### src/hdl/rv_consts.svh
`ifndef RV_CONSTS_SVH
`define RV_CONSTS_SVH

// datapath word width
`define RV_XLEN 32

// integer register file
`define RV_REG_COUNT 32
`define RV_REG_AW 5

// each memory holds this many words
`define RV_MEM_WORDS 256
`define RV_MEM_AW 8

`endif
### src/hdl/rv_core_pkg.sv
`include "rv_consts.svh"

package rv_core_pkg;

    // adder operand selection
    typedef enum logic [1:0] {
        ALU_ADD_IMM_I = 2'd0,
        ALU_ADD_IMM_S = 2'd1,
        ALU_ADD_REG   = 2'd2
    } alu_op_e;

    typedef enum logic {
        ST_RUN  = 1'b0,
        ST_HALT = 1'b1
    } core_state_e;

    // decoded controls for one instruction
    typedef struct packed {
        alu_op_e                alu_op;
        logic                   reg_we;
        logic                   wb_from_mem;
        logic                   mem_we;
        logic [`RV_REG_AW-1:0]  rs1;
        logic [`RV_REG_AW-1:0]  rs2;
        logic [`RV_REG_AW-1:0]  rd;
    } ctrl_t;

endpackage

### src/hdl/reg_file.sv
`timescale 1ns/10ps
`include "rv_consts.svh"

module reg_file
    import rv_core_pkg::*;
(
    input  logic                clk,
    input  logic                rst_n,
    input  ctrl_t               ctrl_i,
    input  logic [`RV_XLEN-1:0] wb_data_i,
    output logic [`RV_XLEN-1:0] rs1_data_o,
    output logic [`RV_XLEN-1:0] rs2_data_o
);

    // x0 has no storage
    logic [`RV_XLEN-1:0] regs [1:`RV_REG_COUNT-1];

    always_ff @(posedge clk) begin
        if (!rst_n) begin
            for (int i = 1; i < `RV_REG_COUNT; i++) begin
                regs[i] <= '0;
            end
        end else if (ctrl_i.reg_we && (ctrl_i.rd != '0)) begin
            regs[ctrl_i.rd] <= wb_data_i;
        end
    end

    always_comb begin
        if (ctrl_i.rs1 == '0) begin
            rs1_data_o = '0;
        end else begin
            rs1_data_o = regs[ctrl_i.rs1];
        end
    end

    always_comb begin
        if (ctrl_i.rs2 == '0) begin
            rs2_data_o = '0;
        end else begin
            rs2_data_o = regs[ctrl_i.rs2];
        end
    end

endmodule

### config.mk
export PLATFORM = sky130hd
export DESIGN_NAME = reg_file
export DESIGN_NICKNAME = d
export VERILOG_FILES = /design/src/hdl/rv_core_pkg.sv /design/src/hdl/reg_file.sv
export VERILOG_INCLUDE_DIRS = /design/src /design/src/hdl
export SDC_FILE = /design/constraint.sdc
export NUM_CORES = 2
export LEC_CHECK = 0
export BUFFER_PORTS_ARGS = -buffer_cell sky130_fd_sc_hd__buf_4
export CELL_PAD_IN_SITES_DETAIL_PLACEMENT = 1
export CELL_PAD_IN_SITES_GLOBAL_PLACEMENT = 1
export CORE_MARGIN = 3
export CORE_UTILIZATION = 40
export DETAILED_ROUTE_END_ITERATION = 8
export PLACE_DENSITY = 0.68
export SLEW_MARGIN = 10
export SYNTH_ARGS = -nofsm -noshare
export SYNTH_HDL_FRONTEND = slang
export SYNTH_SLANG_ARGS = --single-unit
### constraint.sdc
create_clock -name clk -period 6 [get_ports clk]
set_input_delay 0.6 -clock clk [delete_from_list [all_inputs] [get_ports clk]]
set_output_delay 0.6 -clock clk [all_outputs]
set_load 0.1 [all_outputs]
==> run summary <==
Layout area overhead = 12.84%
Slew Viols, Final = 0
Critical path's top delay family = simple AND/OR/NAND/NOR gates
Yosys top cell by area = edfxtp_1
Leak Pwr = 0.02082 uW
DP Area = 57280 um2
1st-pass router iterations = 6
Wire per inst = 34.72 um
Vias = 34180
Largest cells by area after synthesis = edfxtp_1, mux4_2, and2_1
Sequential share of the synthesized area = 56.72%
Row Count = 134
Setup WS post-layout = 1224 ps
Fmax = 209.4 MHz
Synth async-reset ratio = 0%
Commonest cells post-synth = edfxtp_1, and2_1, mux4_2, clkbuf_1, mux2i_1
Grt ovf = 0
Final period utilization = 79.60%
Element type at the critical path start = input port
Final HPWL DP = 114.8 mm
CTS Sinks = 1024
Root buf cell = clkbuf_16
Cts hold-fix bufs = 0
Worst hold path class = in -> reg
Slowest stage delay, CP = 1030 ps
IO Pins = 118
Post-Syn Area = 54220 um2
Finish-stage setup viols = 0
# Post-CTS Setup Buffers = 0
Headroom to the max-slew limit = 20.94%
DRT antenna net count = 0
Mapped Cells = 3507
Mean Syn Cell Area = 15.46 um2
Status = finished clean
Top reg by flops = regs
Fin. Hold Viols = 0
Clock transition at path regs = 60 ps
1st-iter DRT viols = 4514
Pre-CTS setup slack = 1303 ps
GR Util All Layers = 26.50%
Total negative setup slack = 0 ps
Layout Nets = 3560
Initial Util = 40.47%
CP endpoint kind = output port
Vias per cell = 6.349
Largest net degree at the start of global routing = 85
Most common cell in the netlist = edfxtp_1
Deepest clock path buffer count = 3
Routability Congestion = 0.8499
DRC viols = 0
Worst EP arrival = 4180 ps
Core ar. = 134000 um2
Syn. warnings = 0
Buf/Inv on CP = 2
Resized Gates After CTS = 0
Die H = 374.2 um
Fin Hold WS = 299.1 ps
Worst path slowest cell = a2111oi_0
Share of Yosys cell area claimed by the top area cell type = 56.72%
Final WL = 186.9 mm
RSZ-0062 raised after global routing = no
Die area = 140000 um2
Share of layout cells above drive strength 1 = 27.35%
Final instance area = 61180 um2
Synthesized flop and latch total = 1024
Max Cap Viol = 0
H-tree depth = 3
Vias in the first global route = 35760
CTS tree = done
Power density cells = 301.5 nW/um2
Distinct cells, synth = 41
Initial antenna violation count = 15
EDFF count, synth = 1024
Chip width = 374.2 um
Crit-path cells = clkbuf_8, or3_2, o22ai_1, a2111oi_0, nor3_1, buf_4
Total clock buffers created by CTS = 111
CP required = 5400 ps
Buffers added on ports = 113
First-pass GRT wire length = 265.5 mm
Crit Path Max Fanout = 75
Crit path kind = in -> out
Peak VDD IR = 0.2326 mV
Predominant post-synthesis flop cell = edfxtp_1
Max reg flops = 1024
Least-Margin Pin Slew = 1156 ps
Top flop regs = regs: 1024 flops
Fin crit period = 4776 ps
-- stage by stage --
step	utilization [%]	total power [uW]	std cells
after floorplan	-	10310	3538
after global placement	42.76	11160	5160
after detailed placement	42.76	11220	5160
after CTS	45.62	18510	5369
after global routing	45.64	18940	5371
final	45.67	18440	5384
-- power breakdown --
part	internal (uW)	switching (uW)	leakage, uW
Clock	4370	2990	0.00187
Sequential	8270	216	0.00975
Combinational	902	1700	0.00920
Total	13500	4910	0.0208
-- cells by family after synthesis --
group / Yosys count / share of synthesized area (%)
AO/OA/AOI/OAI: 291 / 3.981
buffers and inverters: 389 / 3.332
flip-flops: 1024 / 56.72
multiplexers: 654 / 22.99
other: 1 / 0.006917
AND/OR/NAND/NOR: 1148 / 12.97
-- metal layers --
metal	up-vias	track usage [%]	wire, um
met2	1779	41.65	87030
met4	2	9.643	7316
met5	-	0	20
met3	346	4.264	15780
met1	18420	37.41	76790
li1	13640	-	-
-- final cells by class --
class	instances	area (um2)
flip-flops and latches	1024	30750
inverters	1	3.754
fillers	12880	72780
multi-input cells	2125	22330
clock inverters	74	904.6
well taps	1768	2212
repair buffers	243	2014
clock buffers	135	2932
diodes	14	35.03
-- worst paths after layout --
check                          from             end  slack [ps]  depth (start not counted)
worst max-delay path     ctrl_i[12]  rs1_data_o[31]        1220                          6
worst min-delay path  wb_data_i[27]     regs[0][27]         300                          1
-- cells in the final DEF, fill, tap and decap left out, types with 5 or more instances in the layout --
cell type	Yosys	final
edfxtp_1	1024	1024
and2_1	996	995
mux4_2	470	470
buf_4	39	226
mux2i_1	154	154
clkbuf_16	0	114
o22ai_1	79	79
nor3_1	54	54
a22o_1	51	51
a211oi_1	34	34
conb_1	1	32
o21ai_4	0	31
mux2_2	30	30
o221ai_1	27	27
clkinv_2	0	22
clkinv_1	0	22
a2111oi_1	21	21
clkbuf_1	275	21
bufinv_16	0	21
a22oi_1	18	18
nor2_4	0	17
nor2_2	0	15
diode_2	0	14
nor2b_1	15	13
buf_12	0	11
a21oi_1	10	10
nand2_1	8	8
a2111oi_0	8	8
nor4_1	8	7
nand2b_1	6	6
nand3b_1	5	5
nand3_1	5	5
No activity file was read; power rests on OpenSTA's default activity.
