## config.mk

```make
export PLATFORM = sky130hd
export DESIGN_NAME = exec_unit
export DESIGN_NICKNAME = d
export VERILOG_FILES = /design/src/hdl/rv_core_pkg.sv /design/src/hdl/rv_isa_pkg.sv /design/src/hdl/exec_unit.sv
export VERILOG_INCLUDE_DIRS = /design/src /design/src/hdl
export SDC_FILE = /design/constraint.sdc
export NUM_CORES = 1
export LEC_CHECK = 0
export ABC_CLOCK_PERIOD_IN_PS = 6240
export BUFFER_PORTS_ARGS = -buffer_cell sky130_fd_sc_hd__buf_2
export CORE_ASPECT_RATIO = 2
export CORE_MARGIN = 1
export CORE_UTILIZATION = 26
export DETAILED_ROUTE_END_ITERATION = 7
export PLACE_DENSITY = 0.58
export SLEW_MARGIN = 0
export SYNTH_ARGS = -nofsm -noshare
export SYNTH_HDL_FRONTEND = slang
export SYNTH_SLANG_ARGS = --single-unit
export TNS_END_PERCENT = 10
```

## constraint.sdc

```tcl
create_clock -name vclk -period 6.24
set_clock_uncertainty 0.1 [all_clocks]
set_input_delay 0.624 -clock vclk [all_inputs]
set_output_delay 0.624 -clock vclk [all_outputs]
set_load 0.01 [all_outputs]
```

## src/hdl/rv_consts.svh

```systemverilog
`ifndef RV_CONSTS_SVH
`define RV_CONSTS_SVH

// datapath word width
`define RV_XLEN 32

// integer register file
`define RV_REG_COUNT 32
`define RV_REG_AW 5

// each memory holds this many words
`define RV_MEM_WORDS 256
`define RV_MEM_AW 8

`endif
```

## src/hdl/rv_core_pkg.sv

```systemverilog
`include "rv_consts.svh"

package rv_core_pkg;

    // adder operand selection
    typedef enum logic [1:0] {
        ALU_ADD_IMM_I = 2'd0,
        ALU_ADD_IMM_S = 2'd1,
        ALU_ADD_REG   = 2'd2
    } alu_op_e;

    typedef enum logic {
        ST_RUN  = 1'b0,
        ST_HALT = 1'b1
    } core_state_e;

    // decoded controls for one instruction
    typedef struct packed {
        alu_op_e                alu_op;
        logic                   reg_we;
        logic                   wb_from_mem;
        logic                   mem_we;
        logic [`RV_REG_AW-1:0]  rs1;
        logic [`RV_REG_AW-1:0]  rs2;
        logic [`RV_REG_AW-1:0]  rd;
    } ctrl_t;

endpackage

```

## src/hdl/rv_isa_pkg.sv

```systemverilog
`include "rv_consts.svh"

package rv_isa_pkg;

    // major opcodes of the supported subset
    typedef enum logic [6:0] {
        OPC_LOAD   = 7'b0000011,
        OPC_STORE  = 7'b0100011,
        OPC_OP_IMM = 7'b0010011,
        OPC_OP     = 7'b0110011,
        OPC_SYSTEM = 7'b1110011
    } rv_opcode_e;

    // funct3 for word loads and stores
    localparam logic [2:0] RV_F3_WORD = 3'b010;
    // funct3 for add and addi
    localparam logic [2:0] RV_F3_ADD = 3'b000;

    // R-type field layout; I and S immediates are rebuilt from these fields
    typedef struct packed {
        logic [6:0]             funct7;
        logic [`RV_REG_AW-1:0]  rs2;
        logic [`RV_REG_AW-1:0]  rs1;
        logic [2:0]             funct3;
        logic [`RV_REG_AW-1:0]  rd;
        rv_opcode_e             opcode;
    } rv_inst_t;

endpackage

```

## src/hdl/exec_unit.sv

```systemverilog
`timescale 1ns/10ps
`include "rv_consts.svh"

module exec_unit
    import rv_isa_pkg::*;
    import rv_core_pkg::*;
(
    input  rv_inst_t            inst_i,
    input  ctrl_t               ctrl_i,
    input  logic [`RV_XLEN-1:0] rs1_data_i,
    input  logic [`RV_XLEN-1:0] rs2_data_i,
    output logic [`RV_XLEN-1:0] result_o
);

    localparam int IMM_W = 12;

    logic [IMM_W-1:0]    imm_i;
    logic [IMM_W-1:0]    imm_s;
    logic [`RV_XLEN-1:0] imm_i_sext;
    logic [`RV_XLEN-1:0] imm_s_sext;
    logic [`RV_XLEN-1:0] operand_b;

    // I-type immediate sits in funct7 and rs2
    assign imm_i = {inst_i.funct7, inst_i.rs2};
    // S-type splits it across funct7 and rd
    assign imm_s = {inst_i.funct7, inst_i.rd};

    assign imm_i_sext = {{(`RV_XLEN-IMM_W){imm_i[IMM_W-1]}}, imm_i};
    assign imm_s_sext = {{(`RV_XLEN-IMM_W){imm_s[IMM_W-1]}}, imm_s};

    always_comb begin
        case (ctrl_i.alu_op)
            ALU_ADD_IMM_I: operand_b = imm_i_sext;
            ALU_ADD_IMM_S: operand_b = imm_s_sext;
            ALU_ADD_REG:   operand_b = rs2_data_i;
            default:       operand_b = '0;
        endcase
    end

    // wraps modulo 2^32
    assign result_o = rs1_data_i + operand_b;

endmodule

```

==> flow_summary.yaml <==
global_route:
  grt_use_total_pct: 15.2
  gr-total-overflow: 0
  grt_pass1_vias: 2439
  grt_pass1_wl_um: 10500
  antenna_found_initial: 0
  grt_max_degree: 24
finish:
  flops_and_latches: 0
  layout-drive-gt1-share_pct: 32.3
  seq_area_um2: 0
  area_delta_synth_final_pct: 30.3
  fin_area_mm2: 0.00272
  diodes: 0
  clock_buffers: 0
  layout.nets: 550
timing:
  grt_setup_unrepaired: "no"
  post-route-min-period_ns: 4.42
  finalHoldViolations: 0
  fmax_mhz: 226
  worstMarginPinSlew_ns: 0.572
  finalSetupViolations: 0
  drv_slew: 0
  tns_ns: 0
  max_slew_margin_pct: 61.5
  period_share_pct: 70.9
power:
  power_density_mw_per_mm2: 127
  total_power_w: 0.000346
  switching_share_pct: 55.4
  p_leak_nw: 1.51
  switching_power_w: 0.000192
  combPwrFrac_pct: 100.0
  power_frac_clock_pct: 0
  p_int_w: 0.000154
  ir_worst_vdd_v: 0.0000435
  p_seq_share_pct: 0
worst_setup_path:
  critPathSlowestCell: "a211oi_2"
  startpoint: "ctrl_i[19]"
  critPathMaxFanout: 23
  crit_path_max_incr_delay_ns: 0.39
  start_kind: "input pin"
  end_kind: "output port"
  critPathRequiredTime_ns: 5.52
  crit_chain: "buf_2 -> nor2b_2 -> buf_4 -> a21o_1 -> ha_1 -> a21o_1 -> a21o_1 -> a21o_1 -> a21o_1 -> a211oi_2 -> nand2_2 -> a311oi_2 -> buf_2"
  cp.arrival_ns: 3.70
  critPathKind: "input pin to output port"
  crit_path_frequent_cell: "a21o_1"
  endpoint: "result_o[26]"
cts:
  cts_resized: 0
  post_cts_buffers: 0
  postCtsHoldBufs: 0
placement:
  port_buffers: 115
  place_area_mm2: 0.00272
  place_congestion: 0.832
  dp.final_hpwl_um: 5650
route:
  vias_per_cell: 5.14
  route.detailed.drc: 0
  drt_iter0_drc: 60
  first_pass_iters: 4
  wl_per_cell_um: 13.1
  num_vias: 2540
  antenna_left: 0
  wirelength_um: 6480
floorplanning:
  die_area_mm2: 0.00841
  start_util_pct: 27.2
  die_w_um: 65.3
  io_pins: 148
  row_count: 45
  die_h_um: 129
  coreArea_mm2: 0.00766
synthesis:
  ys_top_cells_by_count: "a21o_1 (35), ha_1 (31), a21oi_1 (30)"
  synth_warnings: 0
  synth.distinct_cells: 50
  synth_top_area_share_pct: 18.6
  yosys-top-cells-area: "ha_1 (19%), a21o_1 (13%), xnor2_1 (8.0%)"
  ys_seq_area_share_pct: 0
  synth_most_common_cell: "a21o_1"
  yosys.area.top_type: "ha_1"
  syn-cell-area_mm2: 0.00209
  syn_inst: 298
  syn_avg_cell_area_um2: 7.00
  syn_nets: 446
outcome:
  status: "completed"
run:
  maxCapViolCount: 0
min_path:
  hp-class: "input pin to output port"
-- per-layer routing --
metal  global-route usage (%)  share of wire (%)
met5                        0                  0
met3                    0.443                3.4
met4                     1.15               0.88
met2                     30.8                 57
met1                     17.4                 39
-- cell usage in the layout (no fill, tap or decap), types with 2 or more instances in the layout --
cell type,Yosys,routed
buf_2,4,115
a21o_1,35,35
ha_1,31,31
a21oi_1,30,30
nand2_1,28,28
o21ai_0,26,26
xnor2_1,19,19
inv_1,16,16
nor2_1,13,13
xor2_1,10,10
nand3_1,6,6
nor3_1,6,6
o21bai_1,6,6
mux2i_1,5,5
a31oi_1,5,5
nand4_1,4,4
nor2b_1,4,3
a211oi_1,3,3
o211ai_1,2,2
o21ai_1,2,2
nor4_1,2,2
and3_1,2,2
a211oi_2,2,2
a211o_1,2,2
and4_1,2,2
and2_1,2,2
buf_4,0,2
-- through the flow --
step,setup WS (ns),instances,hold WS [ns],util [%]
6_report,1.82,494,1.46,35.5
3_5_place_dp,1.78,494,1.46,35.5
3_3_place_gp,1.80,494,1.46,35.5
5_1_grt,1.52,494,1.48,35.5
2_1_floorplan,2.31,298,1.30,-
4_1_cts,1.78,494,1.46,35.5
-- critical path, delay by kind of cell --
kind,cells,cell delay [ns]
AOI/OAI and AO/OA,7,1.58
adders and majority gates,1,0.30
buffers and inverters,3,0.75
and+or+nand+nor,2,0.44
-- power groups by stage --
| stage | clock [W] | combinational (W) | sequential [W] |
|---|---|---|---|
| global placement | 0 | 0.000345 | 0 |
| global route | 0 | 0.000386 | 0 |
| CTS | 0 | 0.000350 | 0 |
| finish | 0 | 0.000346 | 0 |
| floorplan | 0 | 0.000234 | 0 |
| detailed placement | 0 | 0.000349 | 0 |
-- kinds of logic after synthesis --
family / count (synthesis) / share of synthesized area (%)
AO/OA/AOI/OAI: 127 / 41.7
XOR/XNOR: 29 / 12.2
adder cells (fa/ha/maj): 32 / 19.6
buffers and inverters: 31 / 6.66
multiplexers: 5 / 2.40
AND/OR/NAND/NOR: 74 / 17.5
-- worst min path at each step --
| stage | start | end | slack, ns | cells past startpoint |
|---|---|---|---|---|
| CTS | rs1_data_i[0] | result_o[0] | 1.46 | 3 |
| detailed placement | rs1_data_i[0] | result_o[0] | 1.46 | 3 |
| finish | rs1_data_i[0] | result_o[0] | 1.46 | 3 |
| floorplan | rs1_data_i[0] | result_o[0] | 1.30 | 1 |
| global route | rs1_data_i[0] | result_o[0] | 1.48 | 3 |
| global placement | rs1_data_i[0] | result_o[0] | 1.46 | 3 |
-- area by class of cell --
cell class                      instances  area, µm²
Timing Repair Buffer                  117        591
Multi-Input combinational cell        267       1950
Inverter                               16       60.1
Fill cell                             898       4940
Tap cell                               94        118
No activity file was read; power rests on OpenSTA's default activity.
