`src/hdl/rv_consts.svh`:
```
`ifndef RV_CONSTS_SVH
`define RV_CONSTS_SVH

// datapath word width
`define RV_XLEN 32

// integer register file
`define RV_REG_COUNT 32
`define RV_REG_AW 5

// each memory holds this many words
`define RV_MEM_WORDS 256
`define RV_MEM_AW 8

`endif
```
`src/hdl/rv_core_pkg.sv`:
```
`include "rv_consts.svh"

package rv_core_pkg;

    // adder operand selection
    typedef enum logic [1:0] {
        ALU_ADD_IMM_I = 2'd0,
        ALU_ADD_IMM_S = 2'd1,
        ALU_ADD_REG   = 2'd2
    } alu_op_e;

    typedef enum logic {
        ST_RUN  = 1'b0,
        ST_HALT = 1'b1
    } core_state_e;

    // decoded controls for one instruction
    typedef struct packed {
        alu_op_e                alu_op;
        logic                   reg_we;
        logic                   wb_from_mem;
        logic                   mem_we;
        logic [`RV_REG_AW-1:0]  rs1;
        logic [`RV_REG_AW-1:0]  rs2;
        logic [`RV_REG_AW-1:0]  rd;
    } ctrl_t;

endpackage

```
`src/hdl/rv_isa_pkg.sv`:
```
`include "rv_consts.svh"

package rv_isa_pkg;

    // major opcodes of the supported subset
    typedef enum logic [6:0] {
        OPC_LOAD   = 7'b0000011,
        OPC_STORE  = 7'b0100011,
        OPC_OP_IMM = 7'b0010011,
        OPC_OP     = 7'b0110011,
        OPC_SYSTEM = 7'b1110011
    } rv_opcode_e;

    // funct3 for word loads and stores
    localparam logic [2:0] RV_F3_WORD = 3'b010;
    // funct3 for add and addi
    localparam logic [2:0] RV_F3_ADD = 3'b000;

    // R-type field layout; I and S immediates are rebuilt from these fields
    typedef struct packed {
        logic [6:0]             funct7;
        logic [`RV_REG_AW-1:0]  rs2;
        logic [`RV_REG_AW-1:0]  rs1;
        logic [2:0]             funct3;
        logic [`RV_REG_AW-1:0]  rd;
        rv_opcode_e             opcode;
    } rv_inst_t;

endpackage

```
`src/hdl/core_ctrl.sv`:
```
`timescale 1ns/10ps
`include "rv_consts.svh"

module core_ctrl
    import rv_isa_pkg::*;
    import rv_core_pkg::*;
(
    input  logic                clk,
    input  logic                rst_n,
    input  rv_inst_t            inst_i,
    output logic [`RV_XLEN-1:0] pc_o,
    output ctrl_t               ctrl_o,
    output logic                halted_o,
    output logic                illegal_o
);

    logic [`RV_XLEN-1:0] pc_q;
    core_state_e         state_q;
    logic                illegal_q;
    ctrl_t               dec;
    logic                is_ecall;
    logic                is_legal;

    always_comb begin
        dec          = '0;
        dec.alu_op   = ALU_ADD_IMM_I;
        dec.rs1      = inst_i.rs1;
        dec.rs2      = inst_i.rs2;
        dec.rd       = inst_i.rd;
        is_ecall     = 1'b0;
        is_legal     = 1'b1;
        case (inst_i.opcode)
            OPC_LOAD: begin
                is_legal        = (inst_i.funct3 == RV_F3_WORD);
                dec.reg_we      = is_legal;
                dec.wb_from_mem = is_legal;
            end
            OPC_STORE: begin
                is_legal   = (inst_i.funct3 == RV_F3_WORD);
                dec.alu_op = ALU_ADD_IMM_S;
                dec.mem_we = is_legal;
            end
            OPC_OP_IMM: begin
                is_legal   = (inst_i.funct3 == RV_F3_ADD);
                dec.reg_we = is_legal;
            end
            OPC_OP: begin
                is_legal   = (inst_i.funct3 == RV_F3_ADD) && (inst_i.funct7 == 7'd0);
                dec.alu_op = ALU_ADD_REG;
                dec.reg_we = is_legal;
            end
            OPC_SYSTEM: begin
                // only the all-zero ecall form is accepted
                is_ecall = ({inst_i.funct7, inst_i.rs2, inst_i.rs1,
                             inst_i.funct3, inst_i.rd} == '0);
                is_legal = is_ecall;
            end
            default: is_legal = 1'b0;
        endcase
    end

    always_ff @(posedge clk) begin
        if (!rst_n) begin
            pc_q      <= '0;
            state_q   <= ST_RUN;
            illegal_q <= 1'b0;
        end else if (state_q == ST_RUN) begin
            if (!is_legal) begin
                state_q   <= ST_HALT;
                illegal_q <= 1'b1;
            end else if (is_ecall) begin
                state_q <= ST_HALT;
            end else begin
                pc_q <= pc_q + `RV_XLEN'd4;
            end
        end
    end

    // halted core keeps decoding but commits nothing
    always_comb begin
        ctrl_o        = dec;
        ctrl_o.reg_we = dec.reg_we && (state_q == ST_RUN);
        ctrl_o.mem_we = dec.mem_we && (state_q == ST_RUN);
    end

    assign pc_o      = pc_q;
    assign halted_o  = (state_q == ST_HALT);
    assign illegal_o = illegal_q;

endmodule

```
`config.mk`:
```
export PLATFORM = sky130hd
export DESIGN_NAME = core_ctrl
export DESIGN_NICKNAME = d
export VERILOG_FILES = /design/src/hdl/rv_core_pkg.sv /design/src/hdl/rv_isa_pkg.sv /design/src/hdl/core_ctrl.sv
export VERILOG_INCLUDE_DIRS = /design/src /design/src/hdl
export SDC_FILE = /design/constraint.sdc
export NUM_CORES = 1
export LEC_CHECK = 0
export ABC_AREA = 1
export BUFFER_PORTS_ARGS = -buffer_cell sky130_fd_sc_hd__buf_4
export CAP_MARGIN = 20
export CORE_MARGIN = 8
export CORE_UTILIZATION = 25
export CTS_BUF_LIST = sky130_fd_sc_hd__clkbuf_4
export DETAILED_ROUTE_END_ITERATION = 12
export GPL_ROUTABILITY_DRIVEN = 0
export PLACE_DENSITY = 0.46
export SLEW_MARGIN = 25
export SYNTH_ARGS = -nofsm -noshare
export SYNTH_HDL_FRONTEND = slang
export SYNTH_SLANG_ARGS = --single-unit
```
`constraint.sdc`:
```
create_clock -name clk -period 2.6 [get_ports clk]
set_input_delay 0.39 -clock clk [delete_from_list [all_inputs] [get_ports clk]]
set_output_delay 0.39 -clock clk [all_outputs]
set_load 0.02 [all_outputs]
```
==> results of run 1 <==
[registers in the layout (all words and copies together) (netlist names)]
signal     cells
halted_o       1
illegal_o      1
pc_o          30
[placed cells by master (no fill, tap or decap), types with 2 or more instances in the layout]
cell,netlist,final
nand3_2,2,2
o21ai_1,4,4
inv_2,3,3
nand3b_1,3,3
clkinv_2,0,2
nor2_4,3,3
nor3_1,8,8
clkbuf_4,0,5
xor2_1,9,9
nor2_2,7,7
nand3_1,38,38
conb_1,1,2
dfxtp_1,32,32
inv_1,61,61
nor4_1,3,3
a21oi_1,13,13
clkinv_1,1,2
nand4_1,27,27
nand2_1,87,87
nor2_1,60,60
buf_4,20,87
o21ai_0,9,9
[per-layer routing]
metal / up-vias / global-route usage (%) / share of wire [%]
li1: 1432 / - / -
met1: 1220 / 13.7 / 47
met2: 44 / 19.5 / 48
met3: 10 / 2.43 / 3.8
met4: 0 / 2.59 / 1.1
met5: - / 0 / 0
[worst min path at each step]
| stage | from | end | slack [ns] |
|---|---|---|---|
| floorplan | pc_o[7] | pc_o[7] | 0.57 |
| CTS | rst_n | pc_o[15] | 0.39 |
| finish | rst_n | pc_o[23] | 0.40 |
| detailed placement | illegal_o | illegal_o | 0.47 |
| global placement | illegal_o | illegal_o | 0.46 |
| global route | rst_n | pc_o[28] | 0.40 |
[kinds of logic after synthesis]
logic type | Yosys count
adder cells (fa/ha/maj) | 1
other | 1
buffers and inverters | 95
XOR/XNOR | 10
AO/OA/AOI/OAI | 30
AND/OR/NAND/NOR | 243
flip-flops | 32
[through the flow]
step	cells	utilization, %	hold slack (ns)	setup WS [ns]
after floorplan	413	-	0.574	0.538
final	611	32.5	0.403	0.595
after CTS	611	32.5	0.393	0.596
after global placement	603	31.9	0.458	0.571
after detailed placement	603	31.9	0.468	0.619
after global routing	611	32.5	0.396	0.488
[cell type report]
type	instances	area (µm²)
Multi-Input combinational cell	286	1420
Tap cell	133	166
Fill cell	1118	6600
Clock inverter	3	13.8
Timing Repair Buffer	87	653
Inverter	65	244
Clock buffer	5	37.5
Sequential cell	32	641
[where the power goes]
part / total, mW / switching (mW) / internal, mW / leakage (nW)
combinational: 0.142 / 0.0786 / 0.0638 / 1.07
clock: 0.286 / 0.187 / 0.0993 / 0.0324
sequential: 0.493 / 0.00106 / 0.492 / 0.258
total: 0.921 / 0.266 / 0.655 / 1.36
[worst register-to-register path: cells and delay by family, from the launching register on]
| kind | cells | cell delay, ns |
|---|---|---|
| and+or+nand+nor | 9 | 1.19 |
| DFF | 1 | 0.40 |
| buffers and inverters | 1 | 0.04 |
| adders and majority gates | 1 | 0.20 |
==> run_results.csv, run 1 <==
group,metric,value,unit
synth,yosysMostFrequentCell,"nand2_1",
floorplanning,core_area,9770,µm²
setup_path,crit_chain,"buf_4 > inv_1 > nand2_1 > nor2_2 > nand2_1 > nor2_2 > a21oi_2 > a311oi_1 > buf_4",
final_layout,drive_above_1_share,24.1,%
synth,ys_seq_area_share,25.5,%
global_route,track_usage,11.2,%
sta,post-route-period-util,77.1,%
power_and_ir_drop,power,0.921,mW
global_route,grt_pass1_vias,2492,
placement,dp_hpwl,5960,µm
synth,synth_simple_gate_area_share,45.7,%
clock_tree,cts.path.max_buffers,2,
synth,synth_cell_types,36,
setup_path,cp.required,2.21,ns
clock_tree,cts_hold_buf,0,
sta,rsz0062_at_grt,"false",
sta,fin_skew,0.00579,ns
setup_path,crit_path_end_kind,"primary output",
clock_tree,root_buffer,"clkbuf_4",
worst_hold_path,hold_class,"primary input to flip-flop",
setup_path,cp_num_cells,9,
final_layout,diodes,0,
clock_tree,htreeDepth,2,
setup_path,crit_buf_inv,3,
setup_path,r2r_start,"pc_o[2]",
power_and_ir_drop,cellLeakagePower,1.36,nW
floorplanning,rows,36,
drt,antenna_left,0,
setup_path,rr_endpoint,"pc_o[28]",
drt,drtIter0Drc,153,
clock_tree,ctsResizeCount,0,
synth,syn_area_per_cell,6.09,µm²
synth,synth-xor-area-share,3.49,%
drt,vias,2706,
global_route,grt_max_degree,37,
global_route,overflow,0,
synth,synth_area_leader_cell,"dfxtp_1",
clock_tree,clock_sinks,32,
setup_path,crit_slowest_cell,"nor2_2",
setup_path,cpPeakStageDelay,0.24,ns
setup_path,startpoint,"inst_i[2]",
sta,worst_pin_slew,0.781,ns
setup_path,critPathKind,"primary input to primary output",
synth,synthTopCellsByCount,"nand2_1, inv_1, nor2_1",
sta,tns,0,ns
setup_path,cp_max_fo,7,
synth,synth_seq_cells,32,
setup_path,crit_arrival,1.62,ns
setup_path,cp_top_family,"simple AND/OR/NAND/NOR gates",
synth,synthMuxAreaShare,0,%
floorplanning,initial_utilization,25.7,%
synth,yosysTopAreaCellShare,25.5,%
floorplanning,num_io_pins,88,
final_layout,syn2layout_area_growth,26.5,%
final_layout,final_area,3170,µm²
drt,wl_per_cell,12.4,µm
placement,postPlaceCellArea,3120,µm²
synth,synthFlopType,"dfxtp_1",
power_and_ir_drop,ir_drop,0.102,mV
sta,final_hold_viol_count,0,
synth,synth_area,2510,µm²
drt,via_per_inst,4.43,
power_and_ir_drop,power.density,291,nW/µm²
synth,synth_compound_area_share,6.49,%
worst_hold_path,holdPathStages,3,
floorplanning,die_y,116,µm
drt,drc,0,
global_route,grt_pass1_wl,12200,µm
clock_tree,clock_latency,0.34,ns
clock_tree,cts_setup_buffers,0,
synth,ys_top_cells_by_area,"dfxtp_1, nand2_1, inv_1",
clock_tree,cts_tree,"done",
floorplanning,fp.dieW,116,µm
final_layout,nNetsFinal,512,
sta,max_freq,0.499,GHz
synth,yosys_warnings,0,
synth,synth_top_family_by_area,"simple AND/OR/NAND/NOR gates",
synth,synthCells,412,
setup_path,worstRegToRegCells,11,
run,max_cap_viol_count,0,
synth,synthAdderAreaFrac,0.499,%
synth,async_reset_ff_share,0,%
placement,io_buffers,85,
setup_path,reg2reg_setup_slack,0.72,ns
sta,slew_headroom,47.6,%
global_route,antenna_found_initial,0,
sta,final-max-slew-violation-count,0,
clock_tree,cts-buffers-inserted,5,
drt,first_pass_iters,4,
sta,min_period,2.01,ns
floorplanning,die_area,13500,µm²
drt,wl,7600,µm
setup_path,crit_end,"ctrl_o[17]",
outcome,outcome,"finished clean",
synth,synth_edf_count,0,
sta,setup_violations,0,
clock_tree,clk_pin_slew_worst_paths,0.11,ns
setup_path,startpoint_type,"primary input",
(Power assumes the default switching activity.)
==> inputs of run 2 (changes only) <==
PLACE_DENSITY = 0.47   (was 0.46)
clock period = 1.71 ns   (was 2.6 ns; I/O delays follow)
==> run 2 against run 1 <==
Effect of this change: register-to-register slack got worse by 0.62 ns; hold slack got worse by 0.14 ns; total power increased by 52%; worst setup slack got worse by 0.52 ns; sequential power increased by 50%; sequential share of layout area decreased by 1.9 points; count of clock-buffer cells in the layout unchanged; combinational power increased by 73%; sequential cell count unchanged; clock skew decreased by 0.00076 ns; die area unchanged; largest power group unchanged; highest routed layer unchanged.
==> run_results.csv, run 2 (synthesis gave the netlist of run 1 again) <==
group,metric,value,unit
outcome,outcome,"finished clean",
setup_path,reg2reg_setup_slack,0.10,ns
sta,final-max-slew-violation-count,0,
setup_path,crit_arrival,1.37,ns
clock_tree,cts_tree,"done",
final_layout,largest_reg_flops,30,
sta,tns,0,ns
sta,final_hold_viol_count,0,
setup_path,r2r_start,"pc_o[10]",
global_route,track_usage,12.1,%
drt,wl_per_cell,12.6,µm
final_layout,nNetsFinal,551,
drt,wl,8180,µm
global_route,overflow,0,
final_layout,utilization,37.5,%
sta,slew_headroom,61.1,%
sta,setup_violations,0,
worst_hold_path,hold_class,"primary input to flip-flop",
setup_path,crit_path_end_kind,"primary output",
floorplanning,initial_utilization,25.7,%
run,max_cap_viol_count,0,
drt,drtIter0Drc,129,
clock_tree,cts.path.max_buffers,2,
placement,dp_slack,-0.202,ns
drt,via_per_inst,4.48,
floorplanning,rows,36,
sta,max_freq,0.613,GHz
sta,min_period,1.63,ns
placement,postPlaceCellArea,3350,µm²
floorplanning,die_y,116,µm
clock_tree,htreeDepth,2,
setup_path,cp.required,1.45,ns
drt,drc,0,
final_layout,drive_above_1_share,37.0,%
placement,dp.cells,630,
power_and_ir_drop,cellLeakagePower,1.58,nW
clock_tree,clk_pin_slew_worst_paths,0.11,ns
sta,finalWorstSetupSlack,0.0791,ns
placement,dp_hpwl,6330,µm
setup_path,cp_max_fo,7,
floorplanning,fp.dieW,116,µm
sta,hold_slack,0.261,ns
worst_hold_path,holdCritStartpoint,"rst_n",
final_layout,fin_cells,650,
clock_tree,clock_latency,0.33,ns
sta,worst_pin_slew,0.583,ns
final_layout,layout_common_cells,"buf_4, nand2_1, inv_1",
setup_path,startpoint_type,"primary input",
global_route,grt_max_degree,37,
clock_tree,cts_hold_buf,0,
global_route,grt_pass1_vias,2724,
global_route,antenna_found_initial,0,
final_layout,syn2layout_area_growth,46.3,%
placement,io_buffers,85,
clock_tree,cts-buffers-inserted,5,
power_and_ir_drop,ir_drop,0.204,mV
drt,first_pass_iters,5,
global_route,grt_pass1_wl,13200,µm
final_layout,final_area,3670,µm²
final_layout,final_common_cell,"buf_4",
floorplanning,num_io_pins,88,
sta,rsz0062_at_grt,"true",
power_and_ir_drop,power,1.40,mW
clock_tree,root_buffer,"clkbuf_4",
drt,vias,2913,
clock_tree,clock_sinks,32,
sta,fin_skew,0.00503,ns
drt,antenna_left,0,
floorplanning,die_area,13500,µm²
setup_path,startpoint,"inst_i[3]",
sta,post-route-period-util,95.4,%
setup_path,critPathKind,"primary input to primary output",
floorplanning,core_area,9770,µm²
power_and_ir_drop,power.density,382,nW/µm²
==> run 2: changes by cell type in the layout (fill, tap and decap cells not counted), moves of 7 or more <==
cell	previous run	this run
buf_4	87	124
dfxtp_1	32	22
dfxtp_4	0	7
nand2_1	87	79
nand2_2	0	8
nor2_1	60	49
==> run 2: timing repair <==
item	CTS	global route
gates resized for setup	3	51
endpoints found under the setup margin	3	22
endpoints found under the hold margin	0	0
pin swaps	0	20
buffers inserted	0	12
==> run 2: layer usage <==
layer | track usage [%] | vias to the layer above | part of all wire, % | routed length (µm)
met5 | 0 | - | 0 | 0
met4 | 1.82 | 0 | 0.35 | 29
met3 | 2.69 | 4 | 5.6 | 460
met2 | 21.7 | 57 | 51 | 4200
met1 | 14.6 | 1344 | 43 | 3490
li1 | - | 1508 | - | -
==> run 2: final timing paths <==
check               end  depth (start not counted)
max reg2reg    pc_o[31]                         10
min reg2reg   illegal_o                          2
min            pc_o[13]                          3
max          ctrl_o[17]                          9
==> run 2: power by group <==
group | switching, mW | internal [mW]
logic | 0.135 | 0.110
registers | 0.00161 | 0.737
clock network | 0.273 | 0.144
total | 0.409 | 0.991
==> run 2: worst max-delay path: stages <==
cell,delay [ns]
buf_4,0.12
inv_1,0.06
nand2_2,0.06
nor2_4,0.19
nand2_2,0.10
nor2_4,0.13
a21oi_4,0.04
a311oi_2,0.24
buf_4,0.19
==> run 2: layout make-up <==
type                            count  area [µm²]
Timing Repair Buffer              126         971
Sequential cell                    32         671
Inverter                           65         244
Antenna cell                        1        2.50
Clock buffer                        5        37.5
Fill cell                        1058        6110
Multi-Input combinational cell    286        1570
Clock inverter                      2        7.51
Tap cell                          133         166
